$ cat config.mk
export PLATFORM = sky130hd
export DESIGN_NAME = lsu_mem_top
export DESIGN_NICKNAME = d
export VERILOG_FILES = /design/src/hw/lsu_pkg.sv /design/src/hw/mem_pkg.sv /design/src/hw/byte_lane_ram.sv /design/src/hw/lsu_load_extract.sv /design/src/hw/lsu_mem_top.sv /design/src/hw/lsu_store_align.sv
export SDC_FILE = /design/constraint.sdc
export NUM_CORES = 2
export LEC_CHECK = 0
export ABC_CLOCK_PERIOD_IN_PS = 6000
export BUFFER_PORTS_ARGS = -buffer_cell sky130_fd_sc_hd__buf_2
export CORE_MARGIN = 2
export CORE_UTILIZATION = 45
export CTS_BUF_LIST = sky130_fd_sc_hd__clkbuf_2 sky130_fd_sc_hd__clkbuf_4 sky130_fd_sc_hd__clkbuf_8
export CTS_CLUSTER_DIAMETER = 40
export CTS_CLUSTER_SIZE = 20
export DETAILED_ROUTE_END_ITERATION = 8
export GPL_TIMING_DRIVEN = 0
export PLACE_DENSITY = 0.6
export REMOVE_ABC_BUFFERS = 1
export SKIP_CTS_REPAIR_TIMING = 1
export SLEW_MARGIN = 5
export SYNTH_ARGS = -nofsm -noshare
export SYNTH_HDL_FRONTEND = slang
export SYNTH_MEMORY_MAX_BITS = 65536
export SYNTH_SLANG_ARGS = --single-unit
$ cat constraint.sdc
create_clock -name clk -period 6 [get_ports clk]
set_input_delay 0.3 -clock clk [delete_from_list [all_inputs] [get_ports clk]]
set_output_delay 0.3 -clock clk [all_outputs]
set_load 0.05 [all_outputs]
$ cat src/hw/lsu_pkg.sv
package lsu_pkg;

    // load/store opcodes, bit 3 marks a load
    typedef enum logic [3:0] {
        LS_NONE = 4'd0,
        SB      = 4'd1,
        SH      = 4'd2,
        SW      = 4'd4,
        SD      = 4'd5,
        LB      = 4'd9,
        LH      = 4'd10,
        LW      = 4'd11,
        LD      = 4'd12,
        LBU     = 4'd13,
        LHU     = 4'd14,
        LWU     = 4'd15
    } ls_op_e;

    // access size classes
    typedef enum logic [1:0] {
        SZ_B,
        SZ_H,
        SZ_W,
        SZ_D
    } ls_size_e;

    // size class of an opcode, LD/SD and LS_NONE fall to doubleword
    function automatic ls_size_e op_size(ls_op_e op);
        case (op)
            SB, LB, LBU: op_size = SZ_B;
            SH, LH, LHU: op_size = SZ_H;
            SW, LW, LWU: op_size = SZ_W;
            default:     op_size = SZ_D;
        endcase
    endfunction

endpackage

$ cat src/hw/mem_pkg.sv
package mem_pkg;

    // data path width
    parameter int XLEN = 64;

    // byte lanes across one doubleword
    parameter int LANES = 8;

    // width of one lane
    parameter int LANE_W = 8;

    // byte offset inside a doubleword
    parameter int OFS_W = 3;

endpackage

$ cat src/hw/byte_lane_ram.sv
`timescale 1ns/1ps

module byte_lane_ram #(
    parameter int MEM_AW = 6
) (
    input  logic                       clk,
    input  logic [MEM_AW-1:0]          addr_i,
    input  logic                       we_i,
    input  logic [mem_pkg::LANE_W-1:0] wdata_i,
    output logic [mem_pkg::LANE_W-1:0] rdata_o
);

    // one byte of every doubleword
    logic [mem_pkg::LANE_W-1:0] mem [2**MEM_AW];

    always_ff @(posedge clk) begin
        if (we_i) begin
            mem[addr_i] <= wdata_i;
        end
    end

    // read before write, old contents on a write cycle
    always_ff @(posedge clk) begin
        rdata_o <= mem[addr_i];
    end

endmodule

$ cat src/hw/lsu_load_extract.sv
`timescale 1ns/1ps

module lsu_load_extract (
    input  logic [mem_pkg::XLEN-1:0]  lane_rdata_i,
    input  logic                      ld_valid_i,
    input  lsu_pkg::ls_op_e           ld_op_i,
    input  logic [mem_pkg::OFS_W-1:0] ld_ofs_i,
    output logic [mem_pkg::XLEN-1:0]  rdata_o,
    output logic                      rvalid_o
);

    lsu_pkg::ls_size_e         size;
    logic [mem_pkg::OFS_W-1:0] start;
    logic [mem_pkg::XLEN-1:0]  field;
    logic [mem_pkg::XLEN-1:0]  ext;
    logic                      uns;

    assign size = lsu_pkg::op_size(ld_op_i);

    // zero extension only for the unsigned loads
    assign uns = (ld_op_i == lsu_pkg::LBU) || (ld_op_i == lsu_pkg::LHU) ||
                 (ld_op_i == lsu_pkg::LWU);

    // same alignment as the store side
    always_comb begin
        case (size)
            lsu_pkg::SZ_B: start = ld_ofs_i;
            lsu_pkg::SZ_H: start = {ld_ofs_i[2:1], 1'b0};
            lsu_pkg::SZ_W: start = {ld_ofs_i[2], 2'b00};
            default:       start = '0;
        endcase
    end

    // field moved down to bit 0
    assign field = lane_rdata_i >> {start, 3'b000};

    always_comb begin
        case (size)
            lsu_pkg::SZ_B: begin
                ext = {{(mem_pkg::XLEN-8){~uns & field[7]}}, field[7:0]};
            end
            lsu_pkg::SZ_H: begin
                ext = {{(mem_pkg::XLEN-16){~uns & field[15]}}, field[15:0]};
            end
            lsu_pkg::SZ_W: begin
                ext = {{(mem_pkg::XLEN-32){~uns & field[31]}}, field[31:0]};
            end
            default: begin
                ext = field;
            end
        endcase
    end

    // data held at zero outside the valid cycle
    assign rvalid_o = ld_valid_i;
    assign rdata_o  = ld_valid_i ? ext : '0;

endmodule

$ cat src/hw/lsu_mem_top.sv
`timescale 1ns/1ps

module lsu_mem_top #(
    parameter int MEM_AW = 6
) (
    input  logic                             clk,
    input  logic                             rst_i,
    input  logic                             req_i,
    input  lsu_pkg::ls_op_e                  op_i,
    input  logic [MEM_AW+mem_pkg::OFS_W-1:0] addr_i,
    input  logic [mem_pkg::XLEN-1:0]         wdata_i,
    output logic [mem_pkg::XLEN-1:0]         rdata_o,
    output logic                             rvalid_o
);

    logic [MEM_AW-1:0]         lane_addr;
    logic [mem_pkg::LANES-1:0] lane_we;
    logic [mem_pkg::XLEN-1:0]  lane_wdata;
    logic [mem_pkg::XLEN-1:0]  lane_rdata;
    logic                      ld_valid;
    lsu_pkg::ls_op_e           ld_op;
    logic [mem_pkg::OFS_W-1:0] ld_ofs;

    lsu_store_align #(
        .MEM_AW (MEM_AW)
    ) u_align (
        .clk          (clk),
        .rst_i        (rst_i),
        .req_i        (req_i),
        .op_i         (op_i),
        .addr_i       (addr_i),
        .wdata_i      (wdata_i),
        .lane_addr_o  (lane_addr),
        .lane_we_o    (lane_we),
        .lane_wdata_o (lane_wdata),
        .ld_valid_o   (ld_valid),
        .ld_op_o      (ld_op),
        .ld_ofs_o     (ld_ofs)
    );

    // one ram per byte lane, lane k on bits 8k+7:8k
    for (genvar k = 0; k < mem_pkg::LANES; k++) begin : g_lane
        byte_lane_ram #(
            .MEM_AW (MEM_AW)
        ) u_ram (
            .clk     (clk),
            .addr_i  (lane_addr),
            .we_i    (lane_we[k]),
            .wdata_i (lane_wdata[k*mem_pkg::LANE_W +: mem_pkg::LANE_W]),
            .rdata_o (lane_rdata[k*mem_pkg::LANE_W +: mem_pkg::LANE_W])
        );
    end

    lsu_load_extract u_extract (
        .lane_rdata_i (lane_rdata),
        .ld_valid_i   (ld_valid),
        .ld_op_i      (ld_op),
        .ld_ofs_i     (ld_ofs),
        .rdata_o      (rdata_o),
        .rvalid_o     (rvalid_o)
    );

endmodule

$ cat src/hw/lsu_store_align.sv
`timescale 1ns/1ps

module lsu_store_align #(
    parameter int MEM_AW = 6
) (
    input  logic                         clk,
    input  logic                         rst_i,
    input  logic                         req_i,
    input  lsu_pkg::ls_op_e              op_i,
    input  logic [MEM_AW+mem_pkg::OFS_W-1:0] addr_i,
    input  logic [mem_pkg::XLEN-1:0]     wdata_i,
    output logic [MEM_AW-1:0]            lane_addr_o,
    output logic [mem_pkg::LANES-1:0]    lane_we_o,
    output logic [mem_pkg::XLEN-1:0]     lane_wdata_o,
    output logic                         ld_valid_o,
    output lsu_pkg::ls_op_e              ld_op_o,
    output logic [mem_pkg::OFS_W-1:0]    ld_ofs_o
);

    logic [mem_pkg::OFS_W-1:0] ofs;
    logic [mem_pkg::OFS_W-1:0] start;
    logic [mem_pkg::LANES-1:0] base_mask;
    lsu_pkg::ls_size_e         size;
    logic                      take;
    logic                      st_req;
    logic                      ld_req;

    assign ofs  = addr_i[mem_pkg::OFS_W-1:0];
    assign size = lsu_pkg::op_size(op_i);

    // bit 3 of the opcode splits loads from stores
    assign take   = req_i && (op_i != lsu_pkg::LS_NONE);
    assign st_req = take && !op_i[3];
    assign ld_req = take && op_i[3];

    // doubleword index shared by every lane
    assign lane_addr_o = addr_i[MEM_AW+mem_pkg::OFS_W-1:mem_pkg::OFS_W];

    // field start and width, low bits below the size are dropped
    always_comb begin
        case (size)
            lsu_pkg::SZ_B: begin
                start     = ofs;
                base_mask = 8'b0000_0001;
            end
            lsu_pkg::SZ_H: begin
                start     = {ofs[2:1], 1'b0};
                base_mask = 8'b0000_0011;
            end
            lsu_pkg::SZ_W: begin
                start     = {ofs[2], 2'b00};
                base_mask = 8'b0000_1111;
            end
            default: begin
                start     = '0;
                base_mask = 8'b1111_1111;
            end
        endcase
    end

    // strobe only on a store, loads never write
    assign lane_we_o = st_req ? (base_mask << start) : '0;

    // byte offset scaled to bits
    assign lane_wdata_o = wdata_i << {start, 3'b000};

    // load context lines up with the registered ram read
    always_ff @(posedge clk) begin
        if (rst_i) begin
            ld_valid_o <= 1'b0;
        end else begin
            ld_valid_o <= ld_req;
        end
    end

    always_ff @(posedge clk) begin
        if (ld_req) begin
            ld_op_o  <= op_i;
            ld_ofs_o <= ofs;
        end
    end

endmodule

After elaboration in Yosys (flattened, before gate mapping) --
Memory sizes are Yosys's and may differ from the RTL's. A register that Yosys moved wholly into a read port is not among the register bits. Cells that the tools add are included. Widths: inputs -> output; s select.
Operators by class: bitwise logic cells 4, shift operators 3, reduce and logical (&&, ||, !) cells 9, muxes and demuxes 23, eq/ne operators 7
Operators with widths (count):
- $pmux 64 s3 | 1
- $mux 64 | 1
- $shl 64x6->64 | 1
- $shr 64x6->64 | 1
- $pmux 8 s3 | 1
- $pmux 3 s3 | 2
- $mux 1 | 16
- $eq 4x4->1 const B | 3
- $mux 8 | 1
- $shl 8x3->8 | 1
- $eq 2x1->1 const B | 2
- $eq 2x2->1 const B | 2
- $logic_not 2->1 | 2
- $mux 4 | 1
- $reduce_bool 4->1 | 1
- $and 1x1->1 | 3
- $logic_and 1x1->1 | 3
- $logic_or 1x1->1 | 2
- $logic_not 1->1 | 1
- $not 1->1 | 1
Storage, ports and cells: memories kept 10, register bits after elaboration 8, word-level logic and storage cells 59, bits of input ports 80, memory bits (writable) 4096, bits in read-only memories 64, output and inout bits 65
Memories:
- g_lane[0].u_ram.mem | depth 64, width 8, rd ports 1, clocked after Yosys merged registers in 1, write ports 1, RTL line byte_lane_ram.sv:14 | logic [mem_pkg::LANE_W-1:0] mem [2**MEM_AW];
- g_lane[1].u_ram.mem | depth 64, width 8, rd ports 1, clocked after Yosys merged registers in 1, write ports 1, RTL line byte_lane_ram.sv:14
- g_lane[2].u_ram.mem | depth 64, width 8, rd ports 1, clocked after Yosys merged registers in 1, write ports 1, RTL line byte_lane_ram.sv:14
- g_lane[3].u_ram.mem | depth 64, width 8, rd ports 1, clocked after Yosys merged registers in 1, write ports 1, RTL line byte_lane_ram.sv:14
- g_lane[4].u_ram.mem | depth 64, width 8, rd ports 1, clocked after Yosys merged registers in 1, write ports 1, RTL line byte_lane_ram.sv:14
- g_lane[5].u_ram.mem | depth 64, width 8, rd ports 1, clocked after Yosys merged registers in 1, write ports 1, RTL line byte_lane_ram.sv:14
- +4 memories

Longest topological paths before layout --
depth after elaboration 7, gate-level depth with buffers 13, depth with buffers taken out 8

Modules after synthesis --
Synthesis repeated with hierarchy kept, for this count alone.
Unflattened totals: cell total of the unflattened synthesis 10082, area, all modules 168352.7 µm²
By module, submodules not included:
- byte_lane_ram | area each 20449.6 µm², cells each 1171, instances 8, seq. area each 15534.9 µm²
- lsu_store_align | area each 2393.5 µm², cells each 311, instances 1, seq. area each 230.2 µm²
- lsu_load_extract | area each 2362.3 µm², cells each 403, instances 1, seq. area each 0.0 µm²

Worst setup path after synthesis --
No wires, ideal clock.
path type input port to flip-flop, start input port op_i[0], end memory g_lane[7].u_ram.mem[0][6] (netlist name) (data pin), stages 8, data arrival time 4.345 ns, required time 5.281 ns, setup time 0.719 ns, slack 0.936 ns, path buffers 2, cell sequence inv_1 > ha_1 > o21ai_0 > nor2_1 > clkbuf_1 > buf_1 > nor2_1 > o31ai_1
On the way: longest elaborated chain between the ends 4, elaborated cells between the ends (all ways) 6, classes of those cells 2 x eq/ne; 1 x shift; 1 x mux; 1 x reduce/logical; 1 x memory
Ends and longest elaborated chain:
- start, declared | RTL line lsu_mem_top.sv:9 | input lsu_pkg::ls_op_e op_i,
- $mem_v2 16x2 (*)
- $eq 2x2->1, or another cell as far along | RTL line lsu_store_align.sv:41 | case (size)
- $pmux 3 s3 (*) | RTL line lsu_store_align.sv:41
- $shl 64x6->64 (*) | RTL line lsu_store_align.sv:65 | assign lane_wdata_o = wdata_i << {start, 3'b000};
- named net g_lane[7].u_ram.wdata_i, one bit | RTL line byte_lane_ram.sv:9 | input logic [mem_pkg::LANE_W-1:0] wdata_i,
- end, declared | RTL line byte_lane_ram.sv:14
The timed path passes the listed nets; every way through them passes the cells marked *.

==> flow_summary_export.csv <==
group,metric,value,unit
detailed_routing,dr.pass1.iters,8,
placement,gp_congestion,0.872,
logic_synthesis,synthSimpleGateAreaFrac,0.0354,
logic_synthesis,synth_compound_area_frac,0.0825,
logic_synthesis,ys_types,81,
timing,timing.fmax,160,MHz
placement,placed_area,176000,µm²
logic_synthesis,yosysSeqAreaShare,0.760,
cts,root_buffer,"clkbuf_8",
setup_path,crit_fanout,110,
power,p_sw_frac,0.255,
cts,cts.sinks,4170,
floorplanning,die_width,608,µm
detailed_routing,num_vias,99700,
logic_synthesis,avgSynthCellArea,17.7,µm²
detailed_routing,finalWirelength,588,mm
floorplanning,start_util,0.452,
global_routing,antenna_found_initial,95,
detailed_routing,first_iter_violations,16300,
global_routing,grt_use_total,0.311,
setup_path,crit_arrival,6.98,ns
placement,numPortBuffers,144,
logic_synthesis,yosysWarnings,0,
timing,finalClockSkew,0.0551,ns
layout,drive_gt1_frac,0.229,
run_status,status,"finished, violations left",
power,p_seq_frac,0.529,
timing,tightest_slew,1.50,ns
setup_path,end_kind,"register",
cts,numCtsBuffers,543,
power,power.static_leakage,58.0,nW
timing,slew_viol_final,1,
floorplanning,fp.dieH,608,µm
logic_synthesis,ys.flop_type,"edfxtp_1",
cts,clockBufferDepth,4,
floorplanning,die_area,369000,µm²
global_routing,overflow,0,
logic_synthesis,synthArstFlopShare,0,
logic_synthesis,synth_xor_xnor_area_share,0,
power,internal-power,46.6,mW
power,power.density,332,nW/µm²
setup_path,criticalPathCategory,"input port to register",
layout,nets,9792,
timing,post-route-min-period,6.25,ns
logic_synthesis,synthCells,9268,
power,comb_power_share,0.092,
timing,tns,-0.254,ns
logic_synthesis,syn_area,164000,µm²
logic_synthesis,synth_top_family_by_area,"multiplexers",
layout,area_delta_synth_final,15.2,%
timing,fin_crit_sh,1.04,
layout,final_area,189000,µm²
timing,hold_viol,47,
setup_path,start_kind,"input port",
placement,hpwl,386,mm
timing,setup_viol,1,
logic_synthesis,synth.area.mux_share,0.100,
power,power.total,62.6,mW
cts,clkLatencyLatePin,1.24,ns
global_routing,grt_pass1_vias,93400,
min_path,min_path_type,"input port to register",
cts,cts.htree.levels,6,
cts,tritoncts,"done",
timing,setup_slack,-0.254,ns
logic_synthesis,synth_adder_area_share,0.000382,
detailed_routing,wire_per_inst,38.8,µm
global_routing,grt_start_max_net_pins,129,
detailed_routing,drc,0,
global_routing,grt_first_pass_wirelength,789,mm
timing,holdWs,-0.0788,ns
timing,relSlewSlack,-0.000789,
power,p_switching,15.9,mW
setup_path,cp.required,6.73,ns
floorplanning,io_pins,145,
floorplanning,core_area,363000,µm²
cts,cts.clk_slew.worst_paths,0.08,ns
detailed_routing,vias_per_cell,6.58,
floorplanning,row_count,221,
power,ir_worst_vdd,0.209,mV
placement,pre_cts_slack,-0.498,ns
job,drv_cap,1,
power,p_clk_frac,0.379,
logic_synthesis,ys_ff_latch,4170,
run_status,violations,"hold timing, capacitance limit, slew limit, setup timing",
logic_synthesis,synth_edf_count,4103,
detailed_routing,ant_nets,0,
layout,nFillCells,28500,
[critical path: stages]
cell           delay [ns]
dlygate4sd3_1        0.58
buf_12               0.39
buf_16               0.49
buf_16               0.42
buf_16               0.39
and3b_4              0.52
buf_12               0.29
buf_12               0.21
a22o_1               0.22
o31ai_1              0.44
o211ai_1             0.18
a211oi_1             0.78
nand4_1              1.08
[power by group through the flow]
| stage | clock, mW | combinational (mW) | sequential (mW) |
|---|---|---|---|
| after floorplan | 0 | 2.21 | 33.7 |
| after global placement | 0 | 5.71 | 34.0 |
| after detailed placement | 0 | 5.56 | 33.7 |
| after CTS | 23.8 | 5.57 | 33.1 |
| after global routing | 24.9 | 5.86 | 33.1 |
| final | 23.7 | 5.76 | 33.1 |
[flip-flops by register name, indices dropped and copies added, names as in the netlist]
register              count
g_lane.u_ram.mem       4096
g_lane.u_ram.rdata_o     64
u_align.ld_op_o           4
u_align.ld_ofs_o          3
u_extract.size            2
u_align.ld_valid_o        1
[logic make-up (layout without fill, tap and decap cells)]
kind of cell,after synthesis,after routing
flops,4170,4170
compound gates,1876,1876
simple gates,1396,1396
mux,1147,1147
buf+inv,674,1548
fa+ha+maj,5,5
other cells,0,224
[layout make-up]
class                   count  area (µm²)  area share
flip-flops and latches   4170      125000       0.660
well taps                4794        6000      0.0318
multi-input cells        4424       36900       0.195
clock buffers             624        8240      0.0437
repair buffers            555        8580      0.0454
inverters                  13        71.3    0.000378
clock inverters           356        3910      0.0207
diodes                    224         561     0.00297
[Yosys cell counts, types with 20 or more instances]
library cell	count	share of area
edfxtp_1	4103	0.75
a211oi_1	33	0.0015
o21a_1	24	0.0011
nand3_1	55	0.0017
and3_1	21	0.00080
nand2_1	387	0.0089
a22oi_1	304	0.014
a222oi_1	26	0.0016
mux4_2	364	0.050
nor2_1	781	0.018
or4_1	21	0.00096
buf_4	95	0.0044
dfxtp_1	67	0.0082
o21ai_0	255	0.0078
buf_6	42	0.0029
o2bb2ai_1	24	0.0013
o22ai_1	172	0.0066
buf_1	51	0.0012
a21oi_1	298	0.0091
a31oi_1	48	0.0018
clkbuf_1	208	0.0048
a221oi_1	374	0.020
o211ai_1	20	0.00092
nand4_1	33	0.0013
a22o_1	70	0.0037
o221ai_1	25	0.0013
buf_2	263	0.0080
a221o_1	76	0.0046
mux2_2	296	0.020
mux2i_1	480	0.029
[per-stage QoR]
stage          cells   util
4_1_cts        14900  0.518
3_3_place_gp   13500  0.461
3_5_place_dp   13900  0.484
6_report       15200  0.521
5_1_grt        15100  0.520
2_1_floorplan   8607      -
[worst paths after layout]
kind | cells past startpoint | endpoint | start | slack [ns]
worst max-delay path | 13 | g_lane[1].u_ram.rdata_o[0] | addr_i[4] | -0.25
worst min-delay path | 6 | g_lane[5].u_ram.rdata_o[7] | addr_i[5] | -0.08
worst max register to register | 5 | g_lane[1].u_ram.rdata_o[0] | g_lane[1].u_ram.mem[31][0] | 2.29
worst min register to register | 1 | u_extract.size[1] | u_align.ld_op_o[2] | 0.56
[layout by cell type, fill, tap and decap left out, drive strengths merged, types with 25 or more instances in the layout]
master / n
dfxtp: 67
a221oi: 378
mux4: 364
nor2: 781
nand4: 33
nand3: 55
clkbuf: 624
edfxtp: 4103
nand2: 387
o221ai: 25
a211oi: 34
a31oi: 48
o22ai: 172
diode: 224
mux2i: 480
bufinv: 59
a22o: 70
a21oi: 298
clkinvlp: 76
a22oi: 304
o21ai: 260
a222oi: 26
buf: 510
a221o: 76
mux2: 303
inv: 89
dlygate4sd3: 45
clkinv: 145
[layer usage]
metal | share of wire | vias to the layer above | track usage
li1 | - | 38900 | -
met1 | 0.35 | 51800 | 0.400
met2 | 0.45 | 7481 | 0.461
met3 | 0.13 | 1447 | 0.0855
met4 | 0.074 | 50 | 0.209
met5 | 0.00056 | - | 0
(Power assumes the default switching activity.)
